`config.mk`:
```
export PLATFORM = sky130hd
export DESIGN_NAME = backend_top
export DESIGN_NICKNAME = d
export VERILOG_FILES = /design/src/hdl/backend_cfg_pkg.sv /design/src/hdl/backend_op_pkg.sv /design/src/hdl/alu_unit.sv /design/src/hdl/backend_top.sv /design/src/hdl/issue_stage.sv /design/src/hdl/mul_unit.sv /design/src/hdl/reorder_buffer.sv
export SDC_FILE = /design/constraint.sdc
export NUM_CORES = 2
export LEC_CHECK = 0
export BUFFER_PORTS_ARGS = -buffer_cell sky130_fd_sc_hd__buf_2
export CORE_MARGIN = 3
export CORE_UTILIZATION = 40
export DETAILED_ROUTE_END_ITERATION = 8
export GPL_ROUTABILITY_DRIVEN = 1
export PLACE_DENSITY = 0.67
export SLEW_MARGIN = 0
export SYNTH_ARGS = -nofsm -noshare
export SYNTH_HDL_FRONTEND = slang
export SYNTH_HIERARCHICAL = 1
export SYNTH_SLANG_ARGS = --single-unit
```
`constraint.sdc`:
```
create_clock -name clk_i -period 13.6 [get_ports clk_i]
set_clock_uncertainty 0.2 [all_clocks]
set_input_delay 0.68 -clock clk_i [delete_from_list [all_inputs] [get_ports clk_i]]
set_output_delay 0.68 -clock clk_i [all_outputs]
set_load 0.03 [all_outputs]
```
`src/hdl/backend_cfg_pkg.sv`:
```
// ================================================
// Back end configuration constants
// Widths of data, register indices and tags, plus
// the iteration constants of the multiplier
// ================================================
`default_nettype none

package backend_cfg_pkg;

    // ================================================
    // Widths and depths
    // ================================================

    // Integer datapath width
    localparam int XLEN = 32;
    // Architectural register index width
    localparam int REG_ADDR_W = 5;
    // Reorder buffer entries, kept a power of two so tags wrap for free
    localparam int ROB_DEPTH = 8;
    localparam int TAG_W = $clog2(ROB_DEPTH);

    // ================================================
    // Multiplier iteration
    // ================================================

    // Multiplier bits consumed in each iteration
    localparam int MUL_BITS_PER_CYCLE = 4;
    localparam int MUL_CYCLES = XLEN / MUL_BITS_PER_CYCLE;
    // Width of the iteration counter
    localparam int MUL_CNT_W = $clog2(MUL_CYCLES);

    // Vector types used across the back end
    typedef logic [XLEN-1:0] data_word_t;
    typedef logic [REG_ADDR_W-1:0] reg_addr_t;
    typedef logic [TAG_W-1:0] rob_tag_t;

endpackage : backend_cfg_pkg

`default_nettype wire

```
`src/hdl/backend_op_pkg.sv`:
```
// ================================================
// Back end operation encoding
// Operation codes, execution unit select and the
// multiplier FSM states
// ================================================
`default_nettype none

package backend_op_pkg;

    // Operations understood by the back end
    typedef enum logic [3:0] {
        OP_ADD = 4'd0,
        OP_SUB = 4'd1,
        OP_AND = 4'd2,
        OP_OR  = 4'd3,
        OP_XOR = 4'd4,
        OP_SLL = 4'd5,
        OP_SRL = 4'd6,
        OP_SLT = 4'd7,
        OP_MUL = 4'd8
    } alu_op_t;

    // Execution unit that runs an instruction
    typedef enum logic {
        UNIT_ALU = 1'b0,
        UNIT_MUL = 1'b1
    } unit_sel_t;

    // Iterative multiplier states
    typedef enum logic {
        MUL_IDLE = 1'b0,
        MUL_BUSY = 1'b1
    } mul_state_t;

    // Only the multiply goes to the slow unit, everything else is single cycle
    function automatic unit_sel_t unit_of(input alu_op_t op);
        return (op == OP_MUL) ? UNIT_MUL : UNIT_ALU;
    endfunction

endpackage : backend_op_pkg

`default_nettype wire

```
`src/hdl/alu_unit.sv`:
```
// ================================================
// Single-cycle integer ALU
// Result, tag and done pulse are registered
// ================================================
`timescale 1ns/1ps
`default_nettype none

module alu_unit
    import backend_cfg_pkg::*;
    import backend_op_pkg::*;
(
    input  logic       clk_i,
    input  logic       rst_n_i,
    input  logic       start_i,
    input  alu_op_t    op_i,
    input  rob_tag_t   tag_i,
    input  data_word_t opnd_a_i,
    input  data_word_t opnd_b_i,
    output logic       done_o,
    output rob_tag_t   tag_o,
    output data_word_t result_o
);

    logic [$clog2(XLEN)-1:0] shamt;
    data_word_t              alu_res;

    // Shifts use only the low bits of b
    assign shamt = opnd_b_i[$clog2(XLEN)-1:0];

    always_comb begin
        case (op_i)
            OP_ADD:  alu_res = opnd_a_i + opnd_b_i;
            OP_SUB:  alu_res = opnd_a_i - opnd_b_i;
            OP_AND:  alu_res = opnd_a_i & opnd_b_i;
            OP_OR:   alu_res = opnd_a_i | opnd_b_i;
            OP_XOR:  alu_res = opnd_a_i ^ opnd_b_i;
            OP_SLL:  alu_res = opnd_a_i << shamt;
            OP_SRL:  alu_res = opnd_a_i >> shamt;
            OP_SLT:  alu_res = data_word_t'($signed(opnd_a_i) < $signed(opnd_b_i));
            // Multiplies never reach this unit
            default: alu_res = '0;
        endcase
    end

    always_ff @(posedge clk_i) begin
        if (!rst_n_i)
            done_o <= 1'b0;
        else
            done_o <= start_i;
    end

    always_ff @(posedge clk_i) begin
        if (start_i) begin
            tag_o    <= tag_i;
            result_o <= alu_res;
        end
    end

endmodule : alu_unit

`default_nettype wire

```
`src/hdl/backend_top.sv`:
```
// ================================================
// Integer core back end
// Issue with operand bypass, ALU and multiplier
// execution, in-order retirement via reorder buffer
// ================================================
`timescale 1ns/1ps
`default_nettype none

module backend_top
    import backend_cfg_pkg::*;
    import backend_op_pkg::*;
(
    input  logic       clk_i,
    input  logic       rst_n_i,

    // Issue port
    input  logic       issue_valid_i,
    input  logic       issue_imm_i,
    input  alu_op_t    issue_op_i,
    input  reg_addr_t  issue_dest_i,
    input  reg_addr_t  issue_src_a_i,
    input  reg_addr_t  issue_src_b_i,
    input  data_word_t issue_opnd_a_i,
    input  data_word_t issue_opnd_b_i,
    output logic       stall_o,

    // Register writeback
    output logic       wb_valid_o,
    output reg_addr_t  wb_dest_o,
    output data_word_t wb_result_o
);

    // Reorder buffer allocation and forwarding lookup
    logic       rob_full, rob_alloc;
    reg_addr_t  rob_alloc_dest;
    reg_addr_t  fwd_src_a, fwd_src_b;
    logic       fwd_hit_a, fwd_hit_b, fwd_pending_a, fwd_pending_b;
    data_word_t fwd_data_a, fwd_data_b;

    // Dispatch from the issue register
    logic       alu_start, mul_start, mul_busy;
    alu_op_t    ex_op;
    rob_tag_t   ex_tag;
    data_word_t ex_opnd_a, ex_opnd_b;

    // Completion from the execution units
    logic       alu_done, mul_done;
    rob_tag_t   alu_tag, mul_tag;
    data_word_t alu_result, mul_result;

    issue_stage u_issue (
        .clk_i            ( clk_i          ),
        .rst_n_i          ( rst_n_i        ),
        .issue_valid_i    ( issue_valid_i  ),
        .issue_imm_i      ( issue_imm_i    ),
        .issue_op_i       ( issue_op_i     ),
        .issue_dest_i     ( issue_dest_i   ),
        .issue_src_a_i    ( issue_src_a_i  ),
        .issue_src_b_i    ( issue_src_b_i  ),
        .issue_opnd_a_i   ( issue_opnd_a_i ),
        .issue_opnd_b_i   ( issue_opnd_b_i ),
        .stall_o          ( stall_o        ),
        .rob_full_i       ( rob_full       ),
        .rob_alloc_o      ( rob_alloc      ),
        .rob_alloc_dest_o ( rob_alloc_dest ),
        .fwd_src_a_o      ( fwd_src_a      ),
        .fwd_src_b_o      ( fwd_src_b      ),
        .fwd_hit_a_i      ( fwd_hit_a      ),
        .fwd_hit_b_i      ( fwd_hit_b      ),
        .fwd_pending_a_i  ( fwd_pending_a  ),
        .fwd_pending_b_i  ( fwd_pending_b  ),
        .fwd_data_a_i     ( fwd_data_a     ),
        .fwd_data_b_i     ( fwd_data_b     ),
        .mul_busy_i       ( mul_busy       ),
        .alu_start_o      ( alu_start      ),
        .mul_start_o      ( mul_start      ),
        .ex_op_o          ( ex_op          ),
        .ex_tag_o         ( ex_tag         ),
        .ex_opnd_a_o      ( ex_opnd_a      ),
        .ex_opnd_b_o      ( ex_opnd_b      )
    );

    alu_unit u_alu (
        .clk_i    ( clk_i      ),
        .rst_n_i  ( rst_n_i    ),
        .start_i  ( alu_start  ),
        .op_i     ( ex_op      ),
        .tag_i    ( ex_tag     ),
        .opnd_a_i ( ex_opnd_a  ),
        .opnd_b_i ( ex_opnd_b  ),
        .done_o   ( alu_done   ),
        .tag_o    ( alu_tag    ),
        .result_o ( alu_result )
    );

    mul_unit u_mul (
        .clk_i    ( clk_i      ),
        .rst_n_i  ( rst_n_i    ),
        .start_i  ( mul_start  ),
        .tag_i    ( ex_tag     ),
        .opnd_a_i ( ex_opnd_a  ),
        .opnd_b_i ( ex_opnd_b  ),
        .busy_o   ( mul_busy   ),
        .done_o   ( mul_done   ),
        .tag_o    ( mul_tag    ),
        .result_o ( mul_result )
    );

    reorder_buffer u_rob (
        .clk_i           ( clk_i          ),
        .rst_n_i         ( rst_n_i        ),
        .alloc_i         ( rob_alloc      ),
        .alloc_dest_i    ( rob_alloc_dest ),
        .full_o          ( rob_full       ),
        .alu_done_i      ( alu_done       ),
        .mul_done_i      ( mul_done       ),
        .alu_tag_i       ( alu_tag        ),
        .mul_tag_i       ( mul_tag        ),
        .alu_result_i    ( alu_result     ),
        .mul_result_i    ( mul_result     ),
        .fwd_src_a_i     ( fwd_src_a      ),
        .fwd_src_b_i     ( fwd_src_b      ),
        .fwd_hit_a_o     ( fwd_hit_a      ),
        .fwd_hit_b_o     ( fwd_hit_b      ),
        .fwd_pending_a_o ( fwd_pending_a  ),
        .fwd_pending_b_o ( fwd_pending_b  ),
        .fwd_data_a_o    ( fwd_data_a     ),
        .fwd_data_b_o    ( fwd_data_b     ),
        .wb_valid_o      ( wb_valid_o     ),
        .wb_dest_o       ( wb_dest_o      ),
        .wb_result_o     ( wb_result_o    )
    );

endmodule : backend_top

`default_nettype wire

```
`src/hdl/issue_stage.sv`:
```
// ================================================
// Issue stage
// Operand bypass, stall decision, tag allocation
// and the one-cycle issue register
// ================================================
`timescale 1ns/1ps
`default_nettype none

module issue_stage
    import backend_cfg_pkg::*;
    import backend_op_pkg::*;
(
    input  logic       clk_i,
    input  logic       rst_n_i,

    input  logic       issue_valid_i,
    input  logic       issue_imm_i,
    input  alu_op_t    issue_op_i,
    input  reg_addr_t  issue_dest_i,
    input  reg_addr_t  issue_src_a_i,
    input  reg_addr_t  issue_src_b_i,
    input  data_word_t issue_opnd_a_i,
    input  data_word_t issue_opnd_b_i,
    output logic       stall_o,

    // Reorder buffer allocation and lookup
    input  logic       rob_full_i,
    output logic       rob_alloc_o,
    output reg_addr_t  rob_alloc_dest_o,
    output reg_addr_t  fwd_src_a_o,
    output reg_addr_t  fwd_src_b_o,
    input  logic       fwd_hit_a_i,
    input  logic       fwd_hit_b_i,
    input  logic       fwd_pending_a_i,
    input  logic       fwd_pending_b_i,
    input  data_word_t fwd_data_a_i,
    input  data_word_t fwd_data_b_i,

    // Dispatch to the execution units
    input  logic       mul_busy_i,
    output logic       alu_start_o,
    output logic       mul_start_o,
    output alu_op_t    ex_op_o,
    output rob_tag_t   ex_tag_o,
    output data_word_t ex_opnd_a_o,
    output data_word_t ex_opnd_b_o
);

    logic       use_fwd_a, use_fwd_b;
    logic       pend_a, pend_b;
    data_word_t opnd_a, opnd_b;
    logic       mul_wait, accept;
    logic       ex_valid_q;
    unit_sel_t  ex_unit_q;
    rob_tag_t   tag_q;

    // ================================================
    // Operand bypass
    // ================================================

    // Register 0 is hardwired and an immediate b has no producer, so neither looks
    // at the reorder buffer
    assign use_fwd_a = issue_src_a_i != '0;
    assign use_fwd_b = !issue_imm_i && issue_src_b_i != '0;

    assign opnd_a = (use_fwd_a && fwd_hit_a_i) ? fwd_data_a_i : issue_opnd_a_i;
    assign opnd_b = (use_fwd_b && fwd_hit_b_i) ? fwd_data_b_i : issue_opnd_b_i;

    assign pend_a = use_fwd_a && fwd_pending_a_i;
    assign pend_b = use_fwd_b && fwd_pending_b_i;

    assign fwd_src_a_o = issue_src_a_i;
    assign fwd_src_b_o = issue_src_b_i;

    // ================================================
    // Stall and allocation
    // ================================================

    // A multiply parked in the issue register blocks the register itself
    assign mul_wait = ex_valid_q && ex_unit_q == UNIT_MUL && mul_busy_i;

    assign stall_o = issue_valid_i && (pend_a || pend_b || rob_full_i || mul_wait);
    assign accept  = issue_valid_i && !stall_o;

    // Every accepted instruction gets an entry, even with destination 0
    assign rob_alloc_o      = accept;
    assign rob_alloc_dest_o = issue_dest_i;

    // Control part of the issue register and the tag counter
    always_ff @(posedge clk_i) begin
        if (!rst_n_i) begin
            ex_valid_q <= 1'b0;
            tag_q      <= '0;
        end else begin
            if (!mul_wait)
                ex_valid_q <= accept;
            // Tags track the reorder buffer tail and wrap with it
            if (accept)
                tag_q <= tag_q + 1'b1;
        end
    end

    // Payload part of the issue register
    always_ff @(posedge clk_i) begin
        if (accept) begin
            ex_unit_q   <= unit_of(issue_op_i);
            ex_op_o     <= issue_op_i;
            ex_tag_o    <= tag_q;
            ex_opnd_a_o <= opnd_a;
            ex_opnd_b_o <= opnd_b;
        end
    end

    // ALU work leaves at once, a multiply waits for a free multiplier
    assign alu_start_o = ex_valid_q && ex_unit_q == UNIT_ALU;
    assign mul_start_o = ex_valid_q && ex_unit_q == UNIT_MUL && !mul_busy_i;

    // After a multiply is launched the multiplier stays occupied for all its iterations
    a_mul_spacing : assert property (@(posedge clk_i) disable iff (!rst_n_i)
        mul_start_o |=> !mul_start_o [*MUL_CYCLES])
        else $error("multiply started while the multiplier was busy");

endmodule : issue_stage

`default_nettype wire

```
`src/hdl/mul_unit.sv`:
```
// ================================================
// Iterative shift-add multiplier
// Several multiplier bits per cycle, low XLEN bits
// of the product, tag carried alongside
// ================================================
`timescale 1ns/1ps
`default_nettype none

module mul_unit
    import backend_cfg_pkg::*;
    import backend_op_pkg::*;
(
    input  logic       clk_i,
    input  logic       rst_n_i,
    input  logic       start_i,
    input  rob_tag_t   tag_i,
    input  data_word_t opnd_a_i,
    input  data_word_t opnd_b_i,
    output logic       busy_o,
    output logic       done_o,
    output rob_tag_t   tag_o,
    output data_word_t result_o
);

    mul_state_t           state_q;
    logic [MUL_CNT_W-1:0] iter_q;
    logic                 done_q;
    logic                 load;
    data_word_t           mcand_q, mplier_q, acc_q;
    data_word_t           digit, partial;

    // Unit is free again in the cycle it reports done
    assign busy_o   = state_q == MUL_BUSY && !done_q;
    assign done_o   = done_q;
    assign result_o = acc_q;
    assign load     = start_i && !busy_o;

    // One multiplier digit times the shifted multiplicand
    assign digit   = data_word_t'(mplier_q[MUL_BITS_PER_CYCLE-1:0]);
    assign partial = mcand_q * digit;

    // ================================================
    // Control FSM
    // ================================================

    always_ff @(posedge clk_i) begin
        if (!rst_n_i) begin
            state_q <= MUL_IDLE;
            iter_q  <= '0;
            done_q  <= 1'b0;
        end else begin
            case (state_q)
                MUL_IDLE: begin
                    if (start_i)
                        state_q <= MUL_BUSY;
                    iter_q <= '0;
                end
                MUL_BUSY: begin
                    if (done_q) begin
                        // A waiting multiply may start right away
                        done_q <= 1'b0;
                        iter_q <= '0;
                        if (!start_i)
                            state_q <= MUL_IDLE;
                    end else begin
                        iter_q <= iter_q + 1'b1;
                        if (iter_q == MUL_CNT_W'(MUL_CYCLES - 1))
                            done_q <= 1'b1;
                    end
                end
                default: state_q <= MUL_IDLE;
            endcase
        end
    end

    // Datapath, reloaded on start and shifted on every busy cycle
    always_ff @(posedge clk_i) begin
        if (load) begin
            mcand_q  <= opnd_a_i;
            mplier_q <= opnd_b_i;
            acc_q    <= '0;
            tag_o    <= tag_i;
        end else if (busy_o) begin
            acc_q    <= acc_q + partial;
            mcand_q  <= mcand_q << MUL_BITS_PER_CYCLE;
            mplier_q <= mplier_q >> MUL_BITS_PER_CYCLE;
        end
    end

    // Done must drop before the FSM goes back to idle
    a_done_busy : assert property (@(posedge clk_i) disable iff (!rst_n_i)
        state_q == MUL_IDLE |-> !done_o)
        else $error("multiplier done while idle");

endmodule : mul_unit

`default_nettype wire

```
`src/hdl/reorder_buffer.sv`:
```
// ================================================
// Reorder buffer
// Tag-indexed result store with forwarding lookup
// and in-order retirement to the register file
// ================================================
`timescale 1ns/1ps
`default_nettype none

module reorder_buffer
    import backend_cfg_pkg::*;
(
    input  logic       clk_i,
    input  logic       rst_n_i,

    // Allocation at issue
    input  logic       alloc_i,
    input  reg_addr_t  alloc_dest_i,
    output logic       full_o,

    // Completion from both units, possibly in the same cycle
    input  logic       alu_done_i,
    input  logic       mul_done_i,
    input  rob_tag_t   alu_tag_i,
    input  rob_tag_t   mul_tag_i,
    input  data_word_t alu_result_i,
    input  data_word_t mul_result_i,

    // Forwarding lookup
    input  reg_addr_t  fwd_src_a_i,
    input  reg_addr_t  fwd_src_b_i,
    output logic       fwd_hit_a_o,
    output logic       fwd_hit_b_o,
    output logic       fwd_pending_a_o,
    output logic       fwd_pending_b_o,
    output data_word_t fwd_data_a_o,
    output data_word_t fwd_data_b_o,

    // Writeback
    output logic       wb_valid_o,
    output reg_addr_t  wb_dest_o,
    output data_word_t wb_result_o
);

    reg_addr_t            dest_q   [ROB_DEPTH];
    data_word_t           result_q [ROB_DEPTH];
    logic [ROB_DEPTH-1:0] done_q;
    rob_tag_t             head_q, tail_q;
    logic [TAG_W:0]       count_q;
    logic                 retire;

    // Per-entry view including results that arrive in this cycle
    logic [ROB_DEPTH-1:0] live, ready, alu_wr, mul_wr;
    data_word_t           view [ROB_DEPTH];

    // Depth is a power of two, so the top count bit alone means full
    assign full_o = count_q[TAG_W];

    for (genvar i = 0; i < ROB_DEPTH; i++) begin : g_entry
        rob_tag_t age;

        // Distance from the head decides whether the slot is occupied
        assign age       = rob_tag_t'(i) - head_q;
        assign live[i]   = {1'b0, age} < count_q;
        assign alu_wr[i] = alu_done_i && alu_tag_i == rob_tag_t'(i);
        assign mul_wr[i] = mul_done_i && mul_tag_i == rob_tag_t'(i);
        assign ready[i]  = done_q[i] || alu_wr[i] || mul_wr[i];
        assign view[i]   = alu_wr[i] ? alu_result_i :
                           mul_wr[i] ? mul_result_i : result_q[i];
    end

    // ================================================
    // Forwarding search
    // ================================================

    // Walks from oldest to youngest so that the youngest writer of src wins
    function automatic void lookup(input reg_addr_t src, output logic hit,
                                   output logic pending, output data_word_t data);
        rob_tag_t idx;
        hit     = 1'b0;
        pending = 1'b0;
        data    = '0;
        for (int k = 0; k < ROB_DEPTH; k++) begin
            idx = head_q + rob_tag_t'(k);
            if (live[idx] && dest_q[idx] == src) begin
                hit     = 1'b1;
                pending = !ready[idx];
                data    = view[idx];
            end
        end
    endfunction

    always_comb begin
        lookup(fwd_src_a_i, fwd_hit_a_o, fwd_pending_a_o, fwd_data_a_o);
        lookup(fwd_src_b_i, fwd_hit_b_o, fwd_pending_b_o, fwd_data_b_o);
    end

    // ================================================
    // Retirement and pointers
    // ================================================

    // The head leaves one cycle after it completes, destination 0 leaves quietly
    assign retire      = count_q != '0 && done_q[head_q];
    assign wb_valid_o  = retire && dest_q[head_q] != '0;
    assign wb_dest_o   = dest_q[head_q];
    assign wb_result_o = result_q[head_q];

    always_ff @(posedge clk_i) begin
        if (!rst_n_i) begin
            head_q  <= '0;
            tail_q  <= '0;
            count_q <= '0;
            done_q  <= '0;
        end else begin
            if (alloc_i) begin
                done_q[tail_q] <= 1'b0;
                tail_q         <= tail_q + 1'b1;
            end
            if (alu_done_i)
                done_q[alu_tag_i] <= 1'b1;
            if (mul_done_i)
                done_q[mul_tag_i] <= 1'b1;
            if (retire)
                head_q <= head_q + 1'b1;
            count_q <= count_q + alloc_i - retire;
        end
    end

    // Entry payload
    always_ff @(posedge clk_i) begin
        if (alloc_i)
            dest_q[tail_q] <= alloc_dest_i;
        if (alu_done_i)
            result_q[alu_tag_i] <= alu_result_i;
        if (mul_done_i)
            result_q[mul_tag_i] <= mul_result_i;
    end

    // The issue stage stalls on full, so no entry is ever overwritten
    a_no_overflow : assert property (@(posedge clk_i) disable iff (!rst_n_i)
        alloc_i |-> !full_o)
        else $error("allocation into a full reorder buffer");

    a_no_wb_r0 : assert property (@(posedge clk_i) disable iff (!rst_n_i)
        wb_valid_o |-> wb_dest_o != '0)
        else $error("writeback to register 0");

endmodule : reorder_buffer

`default_nettype wire

```
==> results.json <==
{
  "die_area_um2": 155000,
  "grt_antenna_before_repair": 30,
  "p_comb_share_pct": 47.7,
  "die_x_um": 394,
  "seqPwrFrac_pct": 30.1,
  "yosysMostFrequentCell": "nand2_1",
  "rows": 141,
  "drc_errors": 65,
  "grt_usage_pct": 33.6,
  "worst_slew_pin_slew_ns": 1.34,
  "yosys-top-cells-count": "865 x nand2_1, 470 x edfxtp_1, 442 x mux2_2",
  "final_layout_size_suffix_gt1_share_pct": 20.7,
  "p_switching_mw": 3.94,
  "worstHoldStart": "issue_dest_i[1]",
  "worstPathArrival_ns": 8.55,
  "setup_violations": 0,
  "port_buffers": 125,
  "path_class": "flip-flop to output pin",
  "ys_dominant_reg_cell": "edfxtp_1",
  "intPower_mw": 4.70,
  "rsz0062_at_grt": "no",
  "die_h_um": 394,
  "grt.overflow.total": 0,
  "worstReg2RegStart": "u_rob/head_q[1]",
  "start_kind": "flip-flop",
  "clock.fmax_mhz": 106,
  "num_vias": 58100,
  "gp_congestion": 1.06,
  "critPathCaptureType": "output pin",
  "slew_violations": 0,
  "synth_top_cell_area_share_pct": 23.5,
  "violations": "design-rule violations",
  "seq_area_frac_synth_pct": 25.5,
  "fin_crit_sh_pct": 69.3,
  "antenna_left": 0,
  "viasPerCell": 6.98,
  "cts.sinks": 533,
  "crit_start": "u_rob/head_q[1]",
  "dr.pass1.iters": 9,
  "drv_cap": 0,
  "grt_pass1_wl_um": 388000,
  "synth.largest_area_cell": "edfxtp_1",
  "hold_viol_final": 0,
  "numCtsBuffers": 68,
  "path_max_fanout": 54,
  "yosys_warnings": 6,
  "holdPathStages": 1,
  "path_clk_slew_ns": 0.07,
  "syn_to_final_growth_pct": 6.53,
  "dp_hpwl_um": 186000,
  "hold_buffers": 4,
  "place_ws_ns": 4.64,
  "fin_setup_tns_ns": 0,
  "peakVddDrop_v": 0.000160,
  "rr_worst_depth": 23,
  "finalPower_mw": 8.64,
  "syn_area_per_cell_um2": 9.11,
  "routedWlPerCell_um": 32.7,
  "fill_cells": 14400,
  "wl_um": 272000,
  "synth_seq_cells": 533,
  "synth_edf_count": 470,
  "power.density_nw_per_um2": 135,
  "yosysUniqueCellTypes": 114,
  "syn_inst": 6604,
  "p_clk_share_pct": 22.2,
  "fin_nets": 6596,
  "final_area_um2": 64100,
  "outcome": "complete, but fails checks",
  "clk_path_buf_depth": 3,
  "max_slew_margin_pct": 10.5,
  "grt_max_degree": 141,
  "grt_pass1_vias": 55100,
  "clockRootBuffer": "clkbuf_16",
  "coreArea_um2": 149000,
  "p_leak_nw": 24.6,
  "cts_tree": "yes",
  "clock_latency_ns": 0.72,
  "synth_nets": 6944,
  "postLayoutCoreUtil_pct": 43.2,
  "post-cts-setup-buffers": 0,
  "first_iter_violations": 9059,
  "htree_levels": 3,
  "syn_area_um2": 60200,
  "p_sw_share_pct": 45.6,
  "period_needed_ns": 9.43,
  "cts_resized": 0,
  "synth.area.top_cells": "edfxtp_1 23%, mux4_2 8.7%, mux2_2 8.3%, mux2i_1 6.9%, nand2_1 5.4%",
  "hold_path.class": "primary input to flip-flop",
  "io_pins": 126,
  "synthArstFlopShare_pct": 0,
  "dpl_cell_area_um2": 61800,
  "setup_ws_ns": 4.17,
  "start_util_pct": 40.5,
  "worstPathRequired_ns": 12.72
}
[cells in the final DEF, fill, tap and decap left out, drive strengths merged, types with 89 or more instances in the layout]
master and count:
nand2 865, edfxtp 470, mux2 443, o21ai 441, mux2i 417, nor2 396, inv 277, a21oi 255
buf 249, mux4 233, ha 164, o22ai 149, o221ai 132, nand3 123, o211ai 123, and2 113
fa 89
[per-layer routing]
| metal | vias up | track usage (%) | part of all wire (%) |
|---|---|---|---|
| li1 | 24200 | - | - |
| met1 | 28100 | 41.3 | 36 |
| met2 | 4540 | 49.3 | 42 |
| met3 | 1158 | 12.1 | 14 |
| met4 | 22 | 22.4 | 8.3 |
| met5 | - | 0.431 | 0.080 |
[cell type report]
| class | instances | area (um2) | area share (%) |
|---|---|---|---|
| clock buffers | 83 | 1820 | 2.84 |
| diodes | 12 | 30.0 | 0.0468 |
| inverters | 274 | 1040 | 1.62 |
| flip-flops and latches | 533 | 15400 | 24.0 |
| multi-input cells | 5126 | 41300 | 64.3 |
| well taps | 2002 | 2500 | 3.91 |
| repair buffers | 253 | 1620 | 2.53 |
| clock inverters | 41 | 455 | 0.710 |
[critical path, stage by stage, from the launching register on]
cell and delay [ns]:
dfxtp_4 0.94, inv_4 0.43, ha_4 0.31, xor2_4 0.79, inv_2 0.60, ha_1 0.48, o21ai_0 0.09, nand3b_1 0.13
nand2_1 0.15, o311ai_1 0.24, nor4_4 0.40, buf_4 0.63, o21ba_2 0.25, buf_4 0.36, o211ai_1 0.19, a21oi_1 0.10
o41ai_2 0.54, inv_1 0.10, a211oi_1 0.59, o41a_2 0.25, buf_2 0.19
[sequential cells by signal (all words and copies together) (netlist names), 3 cells and up, named ones only]
signal               cells
u_issue/ex_tag_o         3
u_mul/mcand_q           32
u_issue/ex_op_o          4
u_rob/dest_q            40
u_issue/ex_opnd_b_o     32
u_rob/head_q             3
u_mul/mplier_q          32
u_mul/iter_q             3
u_mul/tag_o              3
u_alu/result_o          32
u_rob/done_q             8
u_issue/ex_opnd_a_o     32
u_rob/result_q         256
u_alu/tag_o              3
u_mul/result_o          32
u_rob/count_q            4
u_rob/tail_q             3
u_issue/tag_q            3
[worst paths after layout]
path,to,slack [ns]
min,u_rob/dest_q[6][1],0.10
min reg2reg,u_mul/iter_q[0],0.22
max,stall_o,4.17
max reg2reg,u_rob/done_q[4],4.21
[per-stage QoR]
step,hold slack (ns),instances
after global routing,0.0861,8314
after CTS,0.0691,8312
after global placement,0.207,8184
after floorplan,0.196,6604
final,0.104,8324
after detailed placement,0.224,8184
[power groups by stage]
stage	Sequential (mW)	Combinational (mW)	Clock, mW
global route	2.61	4.44	2.00
global placement	2.60	3.95	0
finish	2.60	4.12	1.92
CTS	2.57	4.01	1.94
floorplan	2.18	3.10	0
detailed placement	2.60	3.98	0
[kinds of logic after synthesis]
family | synth area share, %
AO/OA/AOI/OAI | 22.0
XOR/XNOR | 2.08
adder cells (fa/ha/maj) | 6.37
buffers and inverters | 6.51
flip-flops | 25.5
multiplexers | 24.0
AND/OR/NAND/NOR | 13.6
Note: power is estimated with default switching activity, not from simulation.
